[config.mk]
export PLATFORM = sky130hd
export DESIGN_NAME = mc_rw_turnaround
export DESIGN_NICKNAME = d
export VERILOG_FILES = /design/src/mc_rw_pkg.sv /design/src/mc_rtw_timer.sv /design/src/mc_rw_starve.sv /design/src/mc_rw_turnaround.sv /design/src/mc_wtr_timer.sv
export SDC_FILE = /design/constraint.sdc
export NUM_CORES = 1
export LEC_CHECK = 0
export BUFFER_PORTS_ARGS = -buffer_cell sky130_fd_sc_hd__buf_4
export CORE_MARGIN = 4
export CORE_UTILIZATION = 54
export DETAILED_ROUTE_END_ITERATION = 6
export HOLD_SLACK_MARGIN = 0.03
export PLACE_DENSITY = 0.81
export SETUP_SLACK_MARGIN = 0.02
export SLEW_MARGIN = 25
export SYNTH_ARGS = -nofsm -noshare
export SYNTH_HDL_FRONTEND = slang
export SYNTH_HIERARCHICAL = 1
export SYNTH_SLANG_ARGS = --single-unit
[constraint.sdc]
create_clock -name clk -period 4.25 [get_ports clk]
set_input_delay 0.425 -clock clk [delete_from_list [all_inputs] [get_ports clk]]
set_output_delay 0.425 -clock clk [all_outputs]
set_load 0.005 [all_outputs]
[src/mc_rw_pkg.sv]
/*
 * DDR4 read/write turnaround shared definitions
 * slot and bank-group types, fabric clock ratio and the
 * tCK to fabric-cycle conversions used by the turnaround timers
 */

package mc_rw_pkg;

  // ----------------------------------------------------------------------
  // scheduler geometry
  // ----------------------------------------------------------------------

  // one command slot per group FSM
  localparam int NUM_SLOTS = 4;
  // bank-group index width for DDR4
  localparam int BG_BITS = 2;
  // DRAM clocks per fabric clock
  localparam int CK_RATIO = 4;

  // one bit per slot, used for requests, permits and starve flags
  typedef logic [NUM_SLOTS-1:0] slot_vec_t;
  // bank-group index
  typedef logic [BG_BITS-1:0] bg_t;

  // ----------------------------------------------------------------------
  // timing conversions
  // ----------------------------------------------------------------------

  // tCK count rounded up to whole fabric cycles
  function automatic int ck_to_fabric(input int tck);
    return (tck + CK_RATIO - 1) / CK_RATIO;
  endfunction

  // RTW counter load in fabric cycles
  // +5 tCK covers rounding down and the CAS slot position,
  // -2 fabric cycles covers the scheduler pipeline
  function automatic int rtw_cycles(input int t_rtw);
    int fab;
    fab = (t_rtw + 5) / CK_RATIO;
    if (fab - 2 > 0) begin
      return fab - 2;
    end
    return 0;
  endfunction

endpackage

[src/mc_rtw_timer.sv]
/*
 * read-to-write turnaround counter
 * loads on every read CAS and masks all write requests until the
 * counter drains, also masks writes in the read CAS cycle itself
 */

`timescale 1ns/10ps

module mc_rtw_timer #(
  parameter int T_RTW = 4
) (
  input  logic                 clk,
  input  logic                 rst,
  input  logic                 rd_cas,
  // write requests after the starvation gate
  input  mc_rw_pkg::slot_vec_t wr_req,
  output mc_rw_pkg::slot_vec_t wr_permit
);

  import mc_rw_pkg::*;

  // counter load in fabric cycles, zero with the default tRTW
  localparam int RTW_LOAD = rtw_cycles(T_RTW);
  localparam int CNT_W = (RTW_LOAD > 0) ? $clog2(RTW_LOAD + 1) : 1;

  logic [CNT_W-1:0] rtw_cnt;
  logic             rtw_ok;

  // ----------------------------------------------------------------------
  // turnaround countdown
  // ----------------------------------------------------------------------

  always_ff @(posedge clk) begin
    if (!rst) begin
      rtw_cnt <= '0;
    end else if (rd_cas) begin
      // read CAS restarts the window
      rtw_cnt <= CNT_W'(RTW_LOAD);
    end else if (rtw_cnt != '0) begin
      rtw_cnt <= rtw_cnt - 1'b1;
    end
  end

  // ----------------------------------------------------------------------
  // write gate
  // ----------------------------------------------------------------------

  // window drained and no read on the bus this cycle
  assign rtw_ok = (rtw_cnt == '0) && !rd_cas;

  // same gate for every slot
  assign wr_permit = wr_req & {NUM_SLOTS{rtw_ok}};

endmodule

[src/mc_rw_starve.sv]
/*
 * read/write starvation guard
 * per-slot saturating counters on both directions, block flags
 * against the opposite direction and a deadlock clear
 */

`timescale 1ns/10ps

module mc_rw_starve #(
  parameter int STARVE_W  = 9,
  parameter bit STARVE_EN = 1'b1
) (
  input  logic                 clk,
  input  logic                 rst,
  input  mc_rw_pkg::slot_vec_t rd_req,
  input  mc_rw_pkg::slot_vec_t wr_req,
  output mc_rw_pkg::slot_vec_t rd_req_ok,
  output mc_rw_pkg::slot_vec_t wr_req_ok
);

  import mc_rw_pkg::*;

  // direction index into the per-direction arrays
  localparam int RD = 0;
  localparam int WR = 1;

  // raw requests by direction
  slot_vec_t req_in [2];
  // registered requests that feed the counters
  slot_vec_t req_ff [2];
  slot_vec_t starve [2];
  slot_vec_t starve_nxt [2];

  logic [STARVE_W-1:0] cnt [2][NUM_SLOTS];
  logic [STARVE_W-1:0] cnt_nxt [2][NUM_SLOTS];

  // block_rd set by a starving write slot, block_wr by a starving read slot
  logic block_rd;
  logic block_wr;
  logic deadlock;

  assign req_in[RD] = rd_req;
  assign req_in[WR] = wr_req;

  // both sides blocked means nothing could ever issue
  assign deadlock = block_rd & block_wr;

  // ----------------------------------------------------------------------
  // saturating counters
  // ----------------------------------------------------------------------

  always_comb begin
    for (int d = 0; d < 2; d++) begin
      for (int s = 0; s < NUM_SLOTS; s++) begin
        // count while pending, stop once starved, clear on idle
        if (req_ff[d][s]) begin
          cnt_nxt[d][s] = cnt[d][s] + STARVE_W'(!starve[d][s]);
        end else begin
          cnt_nxt[d][s] = '0;
        end
        // starve when the next value reaches all-ones
        starve_nxt[d][s] = &cnt_nxt[d][s];
      end
    end
  end

  // ----------------------------------------------------------------------
  // state flops
  // ----------------------------------------------------------------------

  always_ff @(posedge clk) begin
    if (!rst) begin
      for (int d = 0; d < 2; d++) begin
        req_ff[d] <= '0;
        starve[d] <= '0;
        for (int s = 0; s < NUM_SLOTS; s++) begin
          cnt[d][s] <= '0;
        end
      end
      block_rd <= 1'b0;
      block_wr <= 1'b0;
    end else begin
      for (int d = 0; d < 2; d++) begin
        // forcing requests low on deadlock drains every counter
        req_ff[d] <= req_in[d] & ~{NUM_SLOTS{deadlock}};
        starve[d] <= starve_nxt[d];
        for (int s = 0; s < NUM_SLOTS; s++) begin
          cnt[d][s] <= cnt_nxt[d][s];
        end
      end
      // any starving slot blocks the opposite direction
      block_rd <= |starve[WR];
      block_wr <= |starve[RD];
    end
  end

  // ----------------------------------------------------------------------
  // gated requests
  // ----------------------------------------------------------------------

  // guard disabled gives a straight pass-through
  assign rd_req_ok = STARVE_EN ? (rd_req & ~{NUM_SLOTS{block_rd}}) : rd_req;
  assign wr_req_ok = STARVE_EN ? (wr_req & ~{NUM_SLOTS{block_wr}}) : wr_req;

endmodule

[src/mc_rw_turnaround.sv]
/*
 * DDR4 scheduler read/write turnaround gate
 * turns per-slot read and write requests into same-cycle permits
 * from per-rank tWTR windows, the tRTW counter and the starvation guard
 */

`timescale 1ns/10ps

module mc_rw_turnaround #(
  parameter int NUM_RANKS = 4,
  parameter int T_WTR_L   = 9,
  parameter int T_WTR_S   = 3,
  parameter int T_RTW     = 4,
  parameter int STARVE_W  = 9,
  parameter bit STARVE_EN = 1'b1,
  // rank select width
  localparam int RK_W = (NUM_RANKS > 1) ? $clog2(NUM_RANKS) : 1
) (
  input  logic                 clk,
  input  logic                 rst,
  input  mc_rw_pkg::slot_vec_t rd_req,
  input  mc_rw_pkg::slot_vec_t wr_req,
  input  mc_rw_pkg::bg_t       cmd_group [mc_rw_pkg::NUM_SLOTS],
  input  logic [RK_W-1:0]      cmd_rank [mc_rw_pkg::NUM_SLOTS],
  // CAS strobes for the command issued this cycle
  input  logic                 rd_cas,
  input  logic                 wr_cas,
  // target of the winning write
  input  mc_rw_pkg::bg_t       win_group,
  input  logic [RK_W-1:0]      win_rank,
  output mc_rw_pkg::slot_vec_t rd_permit,
  output mc_rw_pkg::slot_vec_t wr_permit
);

  import mc_rw_pkg::*;

  // requests after the starvation guard
  slot_vec_t rd_req_ok;
  slot_vec_t wr_req_ok;

  // per-rank WTR state
  logic [NUM_RANKS-1:0] wr_cas_rank;
  logic [NUM_RANKS-1:0] ok_long;
  logic [NUM_RANKS-1:0] ok_short;
  bg_t                  last_group [NUM_RANKS];

  // ----------------------------------------------------------------------
  // starvation guard
  // ----------------------------------------------------------------------

  mc_rw_starve #(
    .STARVE_W  (STARVE_W),
    .STARVE_EN (STARVE_EN)
  ) u_starve (
    .clk       (clk),
    .rst       (rst),
    .rd_req    (rd_req),
    .wr_req    (wr_req),
    .rd_req_ok (rd_req_ok),
    .wr_req_ok (wr_req_ok)
  );

  // ----------------------------------------------------------------------
  // write-to-read timers, one per rank
  // ----------------------------------------------------------------------

  for (genvar g = 0; g < NUM_RANKS; g++) begin : g_wtr
    // only the addressed rank sees the write
    assign wr_cas_rank[g] = wr_cas && (win_rank == RK_W'(g));

    mc_wtr_timer #(
      .T_WTR_L (T_WTR_L),
      .T_WTR_S (T_WTR_S)
    ) u_wtr (
      .clk        (clk),
      .rst        (rst),
      .wr_cas     (wr_cas_rank[g]),
      .win_group  (win_group),
      .last_group (last_group[g]),
      .ok_long    (ok_long[g]),
      .ok_short   (ok_short[g])
    );
  end

  // ----------------------------------------------------------------------
  // read gate
  // ----------------------------------------------------------------------

  always_comb begin
    for (int i = 0; i < NUM_SLOTS; i++) begin
      if (!rd_req_ok[i]) begin
        rd_permit[i] = 1'b0;
      end else if (last_group[cmd_rank[i]] == cmd_group[i]) begin
        // same bank group as the last write, long window
        rd_permit[i] = ok_long[cmd_rank[i]];
      end else begin
        // other group of the rank, short window
        rd_permit[i] = ok_short[cmd_rank[i]];
      end
    end
  end

  // ----------------------------------------------------------------------
  // write gate
  // ----------------------------------------------------------------------

  mc_rtw_timer #(
    .T_RTW (T_RTW)
  ) u_rtw (
    .clk       (clk),
    .rst       (rst),
    .rd_cas    (rd_cas),
    .wr_req    (wr_req_ok),
    .wr_permit (wr_permit)
  );

endmodule

[src/mc_wtr_timer.sv]
/*
 * write-to-read timer for one rank
 * records the bank group of the last write CAS to the rank and
 * runs the long (same group) and short (other group) tWTR windows
 */

`timescale 1ns/10ps

module mc_wtr_timer #(
  parameter int T_WTR_L = 9,
  parameter int T_WTR_S = 3
) (
  input  logic            clk,
  input  logic            rst,
  // write CAS already qualified with this rank
  input  logic            wr_cas,
  input  mc_rw_pkg::bg_t  win_group,
  output mc_rw_pkg::bg_t  last_group,
  output logic            ok_long,
  output logic            ok_short
);

  import mc_rw_pkg::*;

  // ----------------------------------------------------------------------
  // window lengths in fabric cycles
  // ----------------------------------------------------------------------

  localparam int L_LOAD = ck_to_fabric(T_WTR_L);
  localparam int S_LOAD = ck_to_fabric(T_WTR_S);
  localparam int MAX_LOAD = (L_LOAD > S_LOAD) ? L_LOAD : S_LOAD;
  // one counter width shared by both windows
  localparam int CNT_W = (MAX_LOAD > 0) ? $clog2(MAX_LOAD + 1) : 1;

  logic [CNT_W-1:0] cnt_long;
  logic [CNT_W-1:0] cnt_short;
  bg_t              group_q;

  // ----------------------------------------------------------------------
  // countdowns
  // ----------------------------------------------------------------------

  always_ff @(posedge clk) begin
    if (!rst) begin
      cnt_long  <= '0;
      cnt_short <= '0;
      group_q   <= '0;
    end else if (wr_cas) begin
      // new write restarts both windows
      cnt_long  <= CNT_W'(L_LOAD);
      cnt_short <= CNT_W'(S_LOAD);
      group_q   <= win_group;
    end else begin
      // count down and park at zero
      if (cnt_long != '0) begin
        cnt_long <= cnt_long - 1'b1;
      end
      if (cnt_short != '0) begin
        cnt_short <= cnt_short - 1'b1;
      end
    end
  end

  // ----------------------------------------------------------------------
  // read permits for this rank
  // ----------------------------------------------------------------------

  // a write in this cycle closes both windows at once
  assign ok_long  = (cnt_long == '0) && !wr_cas;
  assign ok_short = (cnt_short == '0) && !wr_cas;

  // group compare happens in the top per slot
  assign last_group = group_q;

endmodule

==> After elaboration in Yosys (flattened, before gate mapping) <==
Memory sizes are Yosys's and may differ from the RTL's.
Cells that the tools add are included.
{ "totals": {"latch_bits": 0, "input_bits": 32, "romBits": 0, "mem_count": 3, "mem_bits_rw": 88, "regBits": 27, "wordCells": 221, "output_inout_bits": 8} }
{ "memory_table": {"columns": ["memory", "words", "word_bits", "rd", "rd_ports_with_merged_regs", "wr", "line_no", "text"], "rows": [
  ["u_starve.cnt", 2, 36, 2, 0, 2, "mc_rw_starve.sv:34", "logic [STARVE_W-1:0] cnt [2][NUM_SLOTS];"],
  ["u_starve.req_ff", 2, 4, 2, 0, 2, "mc_rw_starve.sv:30", "slot_vec_t req_ff [2];"],
  ["u_starve.starve", 2, 4, 2, 0, 2, "mc_rw_starve.sv:31", "slot_vec_t starve [2];"]
]} }
{ "classes": {"multipliers": 0, "order_cmp": 8, "div_mod_pow": 0, "n_shift": 0, "n_mux": 74, "n_eq_ne": 7, "n_reduce_logical": 66, "bitwise": 27, "addsub": 17} }
{ "op_table": {"columns": ["operator", "n"], "rows": [
  ["2-to-1 mux 9 bit", 16],
  ["adder 9 x 1 -> 9 bit", 8],
  ["AND reduction 9 bit", 8],
  ["2-to-1 mux 2 bit", 16],
  ["nonzero test 2 bit", 16],
  ["2-to-1 mux 1 bit", 26],
  ["bitwise AND 4 bit", 5],
  ["zero test 2 bit", 9],
  ["binary-select mux 1 bit (select 2 bit)", 8],
  ["binary-select mux 2 bit (select 2 bit)", 4],
  ["2-to-1 mux 4 bit", 4],
  ["subtractor 2 x 1 -> 2 bit, second input constant", 8],
  ["logical AND 1 bit", 13],
  ["zero test 1 bit", 13],
  ["greater-or-equal comparator 3 bit, second input constant", 4],
  ["< comparator 2 x 3 -> 1 bit, second input constant", 4],
  ["NOT 2 -> 3 bit", 4],
  ["NOT 4 bit", 3],
  ["OR 1 bit", 12],
  ["== test 2 bit", 4],
  ["OR reduction 2 bit", 4],
  ["OR reduction 4 bit", 2],
  ["== test 2 bit, second input constant", 2],
  ["OR reduction 3 bit", 1],
  ["other kinds (4)", 5]
]} }

==> Logic depth before layout (Yosys ltp) <==
Gate-level depths: netlist of the first run.
{ "logic_depth": {"word_depth": 8, "depth_mapped": 8, "ltp_nobuf": 7} }

==> By module <==
The synthesis of the first run kept the hierarchy.
{ "modules_own_cells": {"columns": ["module", "cells_each", "area_per_inst_um2", "seq_area_each_um2", "instances"], "rows": [
  ["mc_rw_starve", 430, 3937.5, 1801.7, 1],
  ["mc_wtr_timer", 28, 287.8, 120.1, 4],
  ["mc_rw_turnaround", 41, 655.6, 0.0, 1],
  ["mc_rtw_timer", 6, 53.8, 20.0, 1]
]} }

==> Least setup slack after synthesis of the first run <==
OpenSTA, ideal clock, no wires.
{ "synth_timing": {"path_kind": "input -> output", "startpoint": "input win_rank[1]", "endpoint": "output rd_permit[0]", "stages": 7, "n_path_buf": 1, "arrival_time_ns": 1.648, "t_required_ns": 3.825, "setup_slack_ns": 2.177, "cell_sequence": "nor3b_1 > buf_6 > nor2b_1 > mux4_1 > nand2_1 > a21oi_1 > a41o_1"} }
{ "synth_via": {"elab_chain_cells": 8, "elab_cells_between_ends": 26, "classes_between": "3 x eq/ne; 6 x mux; 17 x reduce/logical"} }
{ "synth_lines": {"columns": ["element", "line_no", "text"], "rows": [
  ["from (decl)", "mc_rw_turnaround.sv:30", "input logic [RK_W-1:0] win_rank,"],
  ["zero test 2 bit", "mc_rw_turnaround.sv:69", "assign wr_cas_rank[g] = wr_cas && (win_rank == RK_W'(g));"],
  ["logical AND 1 bit", "mc_rw_turnaround.sv:69", null],
  ["zero test 1 bit", "mc_wtr_timer.sv:70", "assign ok_short = (cnt_short == '0) && !wr_cas;"],
  ["logical AND 1 bit", "mc_wtr_timer.sv:70", null],
  ["net ok_short[0]", "mc_rw_turnaround.sv:44", "logic [NUM_RANKS-1:0] ok_short;"],
  ["binary-select mux 1 bit (select 2 bit)", "mc_rw_turnaround.sv:98", "rd_permit[i] = ok_short[cmd_rank[i]];"],
  ["2-to-1 mux 1 bit (not written as such)", "mc_rw_turnaround.sv:98", null],
  ["2-to-1 mux 1 bit", "mc_rw_turnaround.sv:93", "end else if (last_group[cmd_rank[i]] == cmd_group[i]) begin"],
  ["2-to-1 mux 1 bit", "mc_rw_turnaround.sv:91", "if (!rd_req_ok[i]) begin"],
  ["to (decl)", "mc_rw_turnaround.sv:31", "output mc_rw_pkg::slot_vec_t rd_permit,"]
]} }
The timed path passes the listed nets, and every way through them passes these cells. The select of a mux whose other input is x is not followed.

==> Worst setup path after layout of the first run <==
{ "layout_timing": {"startpoint": "register g_wtr[1].u_wtr.cnt_short[0]", "endpoint": "output rd_permit[0]"} }
{ "layout_via": {"elab_chain_cells": 6} }
{ "layout_lines": {"columns": ["element", "line_no", "text"], "rows": [
  ["from (decl)", "mc_wtr_timer.sv:36", "logic [CNT_W-1:0] cnt_short;"],
  ["from (signal assigned)", "mc_wtr_timer.sv:51", "cnt_short <= CNT_W'(S_LOAD);"],
  ["from (signal assigned)", "mc_wtr_timer.sv:59", "cnt_short <= cnt_short - 1'b1;"],
  ["zero test 2 bit", "mc_wtr_timer.sv:70", null],
  ["logical AND 1 bit", "mc_wtr_timer.sv:70", null],
  ["net ok_short[1]", "mc_rw_turnaround.sv:44", null],
  ["binary-select mux 1 bit (select 2 bit)", "mc_rw_turnaround.sv:98", null],
  ["2-to-1 mux 1 bit (not written as such)", "mc_rw_turnaround.sv:98", null],
  ["2-to-1 mux 1 bit", "mc_rw_turnaround.sv:93", null],
  ["2-to-1 mux 1 bit", "mc_rw_turnaround.sv:91", null]
]} }
The timed path passes the listed nets, and every way through them passes these cells. The select of a mux whose other input is x is not followed.

==> flow_metrics.tcl, run 1 <==
set metrics [dict create \
    status "completed" \
    grt_overflow 0 \
    post_cts.repair.setup_buffers 0 \
    synth.cell_area_um2 5800 \
    hpwl_mm 8.68 \
    port_buffers 39 \
    drc 0 \
    mostFrequentLayoutCell "dfxtp_1" \
    grt_max_degree 53 \
    rsz0062_at_grt "no" \
    firstDrtPassIters 5 \
    clkLatencyLatePin_ps 520 \
    clkTransAtPathRegs_ps 50 \
    intPower_w 0.00249 \
    period_share_pct 65.5 \
    synth-seq-cells 115 \
    vias_per_cell 5.69 \
    startpoint_type "flop" \
    rr_endpoint "u_starve/starve[0][7]" \
    die_h_um 112 \
    place.gp.congestion 0.857 \
    maxSlewHeadroom_pct 54.6 \
    drive_gt1_share_pct 14.1 \
    clk_path_buf_depth 2 \
    cellLeakagePower_nw 2.64 \
    syn_nets 645 \
    grt_pass1_vias 4658 \
    crit_fanout 4 \
    cts-root-buf "clkbuf_8" \
    syn_area_per_cell_um2 9.84 \
    worst_ep_arrival_time_ps 2360 \
    p_switching_w 0.000846 \
    worst-endpoint-required_ps 3830 \
    r2r-start "u_starve/starve[0][7]" \
    layout_common_cells "dfxtp_1, nor2_1, buf_4" \
    path_cells "inv_1 > ha_1 > nor2b_1 > mux4_1 > nand2_1 > a21oi_1 > a41o_1 > buf_4" \
    synthArstFlopShare_pct 0 \
    cts_tree "built" \
    synth_seq_area_share_pct 39.7 \
    max_freq_mhz 359 \
    cp-startpoint "g_wtr[1].u_wtr/cnt_short[0]" \
    first_iter_violations 213 \
    slowest_delay_ps 530 \
    cp-end-kind "primary output" \
    clock-sinks 115 \
    holdWs_ps 114 \
    wl_per_cell_um 15.6 \
    hp-start "wr_req[2]" \
    diodes 0 \
    cts_buffers 17 \
    switching_share_pct 25.4 \
    vdd_drop_max_mv 0.323 \
    die_width_um 112 \
    synth_edf_count 0 \
    antenna_found_initial 0 \
    ys_warn_count 6 \
    synth_ff_type "dfxtp_1" \
    grt_pass1_wl_mm 20.7 \
    ant_nets 0 \
    worstMarginPinSlew_ps 681 \
    fin_util_pct 65.5 \
    die_area_um2 12500 \
    wirelength_mm 12.3 \
    syn2layout_area_growth_pct 17.2 \
    finClkSkew_ps 6.46 \
    ctsHoldBuffers 0 \
    design.core.area_um2 10400 \
    p_clk_share_pct 42.8 \
    timing.final.hold_violations 0 \
    final-max-slew-violation-count 0 \
    initial_utilization_pct 55.9 \
    ff2ff_setup_slack_ps 2290 \
    whs_path_depth 2 \
    htreeDepth 4 \
    comb_power_share_pct 20.9 \
    finalCriticalPeriod_ps 2780 \
    crit_slowest_cell "mux4_1" \
    grt_usage_pct 20.3 \
    vias 4486 \
    rows 37 \
    p_seq_share_pct 36.3 \
    power_density_nw_per_um2 491 \
    critical_path_class "reg2out" \
    synth_cells 589 \
    setup_violations 0 \
    setup_tns_ps 0 \
    synth.distinct_cells 58 \
    top_level_ports 40 \
    hp-class "in2reg" \
    n_fill_cell 809 \
    final_nets 695 \
    min_to "u_starve/req_ff[0][6]" \
    rr_worst_depth 7 \
    cts_resized 0 \
    maxCapViolCount 0 \
]
-- synthesized netlist by cell type, drive strengths merged (9+ instances only) --
library cell / instances / area (µm²)
dfxtp: 115 / 2300
nor2: 44 / 165
a21oi: 32 / 164
and3: 30 / 189
nand2: 30 / 113
inv: 29 / 109
nand3: 27 / 145
xor2: 25 / 219
ha: 24 / 300
nor2b: 24 / 150
xnor2: 24 / 270
nand2b: 20 / 125
o21ai: 18 / 90.1
and2: 17 / 106
mux4: 16 / 420
mux2i: 14 / 140
o21a: 13 / 97.6
nand4: 12 / 75.1
or3: 10 / 63.8
nor3b: 9 / 87.6
-- metal layers --
metal | share of wire (%) | vias to the layer above | global-route usage, %
met2 | 52 | 121 | 36.4
li1 | - | 2212 | -
met3 | 4.2 | 33 | 6.47
met5 | 0 | - | 0
met1 | 41 | 2120 | 22.0
met4 | 2.6 | 0 | 8.52
-- worst max-delay path by stage --
stage,to,slack [ps],depth (start not counted)
after floorplan,rd_permit[0],2180,7
after global placement,rd_permit[2],1620,9
after detailed placement,rd_permit[2],1580,9
after CTS,rd_permit[2],1440,8
after global routing,rd_permit[2],1300,8
final,rd_permit[0],1470,8
-- sequential cells by signal, summed over array words and instances, names as in the netlist --
signal	count
u_starve/starve	8
u_starve/req_ff	8
u_rtw/rtw_cnt	1
u_starve/cnt	72
g_wtr.u_wtr/cnt_long	8
u_starve/block_rd	1
g_wtr.u_wtr/last_group	8
u_starve/block_wr	1
g_wtr.u_wtr/cnt_short	8
-- power groups by stage --
stage,Clock [W],Combinational [W],Sequential (W)
2_1_floorplan,0,0.000532,0.00122
3_3_place_gp,0,0.000652,0.00123
3_5_place_dp,0,0.000698,0.00123
4_1_cts,0.00145,0.000703,0.00121
5_1_grt,0.00151,0.000775,0.00122
6_report,0.00143,0.000696,0.00121
-- stage by stage --
stage / power (W) / std cells / setup slack (ps) / instance area, µm²
final: 0.00333 / 788 / 1470 / 6790
after global routing: 0.00350 / 788 / 1300 / 6790
after CTS: 0.00336 / 788 / 1440 / 6790
after detailed placement: 0.00193 / 756 / 1580 / 6200
after global placement: 0.00188 / 756 / 1620 / 6200
after floorplan: 0.00175 / 589 / 2180 / 5800
-- cell families (layout without fill, tap and decap cells) --
family / Yosys count / count (layout) / share of synthesized area [%]
other: 1 / 1 / 0.0647
adder cells (fa/ha/maj): 24 / 24 / 5.18
XOR/XNOR: 49 / 49 / 8.44
buffers and inverters: 38 / 101 / 3.02
AO/OA/AOI/OAI: 85 / 85 / 9.43
AND/OR/NAND/NOR: 245 / 245 / 24.1
multiplexers: 32 / 32 / 10.1
flip-flops: 115 / 115 / 39.7
-- critical path: cells and delay by family (launching register included) --
family | cells | cell delay [ps]
buffers and inverters | 2 | 180
AND/OR/NAND/NOR | 2 | 270
multiplexers | 1 | 530
flip-flops | 1 | 340
adder cells (fa/ha/maj) | 1 | 250
AO/OA/AOI/OAI | 2 | 270
-- area by class of cell --
class | instances | area (µm²) | share of cell area, %
clock buffer | 22 | 433 | 6.37
clock inverter | 10 | 158 | 2.32
inverter | 29 | 109 | 1.60
multi-input combinational | 436 | 3320 | 48.9
sequential | 115 | 2300 | 33.9
tap | 136 | 170 | 2.51
timing repair buffer | 40 | 300 | 4.42
No activity file was read; power rests on OpenSTA's default activity.
==> run 2: changes to the inputs <==
clock period = 2.66 ns   (was 4.25 ns; I/O delays follow)
==> run 2 against run 1 <==
Design area increased by 2.1%. Die area is the same. Sequential share of layout area down 0.64 points. Clock skew increased by 1.9 ps. Flip-flop and latch count stayed put. Power grew 65%. Register-to-register slack got worse by 1600 ps. Setup slack got worse by 1400 ps. Critical path type unchanged.
==> flow_metrics.tcl, run 2 (synthesized netlist as in run 1, its figures left out) <==
set metrics [dict create \
    ff2ff_setup_slack_ps 720 \
    status "completed" \
    final_nets 705 \
    layout_common_cells "dfxtp_1, nor2_1, buf_4" \
    finClkSkew_ps 8.34 \
    worstMarginPinSlew_ps 670 \
    design.core.area_um2 10400 \
    rr_endpoint "u_starve/starve[0][1]" \
    vias_per_cell 5.71 \
    timing.final.hold_violations 0 \
    mostFrequentLayoutCell "dfxtp_1" \
    max_flop_register "u_starve/cnt" \
    comb_power_share_pct 21.6 \
    hpwl_mm 8.71 \
    die_width_um 112 \
    initial_utilization_pct 55.9 \
    switching_share_pct 25.3 \
    setup_violations 0 \
    first_iter_violations 171 \
    wirelength_mm 12.4 \
    drive_gt1_share_pct 16.5 \
    largest_reg_flops 72 \
    drc 0 \
    firstDrtPassIters 4 \
    rsz0062_at_grt "no" \
    critical_path_class "reg2out" \
    max_freq_mhz 389 \
    syn2layout_area_growth_pct 19.6 \
    clk_path_buf_depth 2 \
    r2r-start "u_starve/starve[0][1]" \
    grt_max_degree 30 \
    clock-sinks 115 \
    power_density_nw_per_um2 793 \
    worst_ep_arrival_time_ps 2310 \
    cts_buffers 17 \
    grt_pass1_vias 4486 \
    place.gp.congestion 0.864 \
    p_switching_w 0.00139 \
    grt_usage_pct 20.3 \
    port_buffers 39 \
    rows 37 \
    hp-class "in2reg" \
    die_h_um 112 \
    finalCriticalPeriod_ps 2570 \
    whs_path_depth 3 \
    cellLeakagePower_nw 2.70 \
    clkLatencyLatePin_ps 510 \
    min_to "g_wtr[2].u_wtr/last_group[1]" \
    crit_fanout 4 \
    ant_nets 0 \
    intPower_w 0.00411 \
    worst-endpoint-required_ps 2390 \
    p_clk_share_pct 43.2 \
    antenna_found_initial 0 \
    setup_tns_ps 0 \
    cts-root-buf "clkbuf_8" \
    cp-end-kind "primary output" \
    vdd_drop_max_mv 0.575 \
    maxCapViolCount 0 \
    die_area_um2 12500 \
    rr_worst_depth 7 \
    clkTransAtPathRegs_ps 50 \
    cp-startpoint "g_wtr[2].u_wtr/cnt_long[0]" \
    final-max-slew-violation-count 0 \
    startpoint_type "flop" \
    vias 4550 \
    wl_per_cell_um 15.6 \
    layout.cells.non_filler 797 \
    maxSlewHeadroom_pct 55.4 \
    hp-start "win_group[1]" \
    diodes 0 \
    grt_overflow 0 \
    top_level_ports 40 \
    dp.cells 758 \
    cts_tree "built" \
    p_seq_share_pct 35.2 \
    grt_pass1_wl_mm 20.7 \
    htreeDepth 4 \
    period_share_pct 96.7 \
]
-- run 2: cell types whose count changed in the layout (fill, tap and decap cells not counted), sizes merged --
cell / delta
dlygate4sd3: +8
buf: +2
clkinv: +1
clkinvlp: -2
-- run 2: worst max path at each step --
stage	end	slack [ps]
finish	rd_permit[0]	90
global route	rd_permit[0]	30
CTS	rd_permit[2]	30
detailed placement	rd_permit[2]	440
global placement	rd_permit[2]	480
floorplan	rd_permit[0]	860
-- run 2: final cells by class --
type | instances | area [µm²]
fill | 782 | 3430
multi-input combinational | 436 | 3330
sequential | 115 | 2310
clock buffer | 22 | 473
timing repair buffer | 50 | 395
tap | 136 | 170
clock inverter | 9 | 151
inverter | 29 | 109
-- run 2: timing repair --
item                       4_1_cts  5_1_grt
hold endpoints to repair         8        0
resized for setup                1       11
setup endpoints to repair        1        4
hold buffers                     8        0
buffers inserted                 0        0
-- run 2: routing by layer --
layer | wire, µm | vias to the layer above | track usage (%)
met5 | 0 | - | 0
li1 | - | 2235 | -
met2 | 6580 | 117 | 36.2
met1 | 5030 | 2174 | 23.0
met4 | 253 | 0 | 8.52
met3 | 571 | 24 | 5.16
-- run 2: power by group through the flow --
stage	sequential, W	clock (W)	combinational, W
detailed placement	0.00197	0	0.00113
global route	0.00195	0.00250	0.00131
floorplan	0.00195	0	0.000850
finish	0.00194	0.00238	0.00119
global placement	0.00196	0	0.00105
CTS	0.00193	0.00241	0.00116
-- run 2: critical path: stages (launching register included) --
cell	delay (ps)
dfxtp_1	350
inv_1	50
ha_1	240
nor2b_1	200
mux4_1	530
a41o_1	280
buf_4	140
-- run 2: per-stage QoR --
stage	hold slack, ps	cell area [µm²]	setup slack (ps)	total power [W]	util (%)
6_report	52.4	6940	87.2	0.00550	66.9
5_1_grt	47.7	6940	25.0	0.00575	66.9
4_1_cts	34.7	6920	29.2	0.00550	66.8
3_5_place_dp	481	6220	440	0.00310	60.0
3_3_place_gp	464	6220	481	0.00300	60.0
2_1_floorplan	383	5800	858	0.00280	-
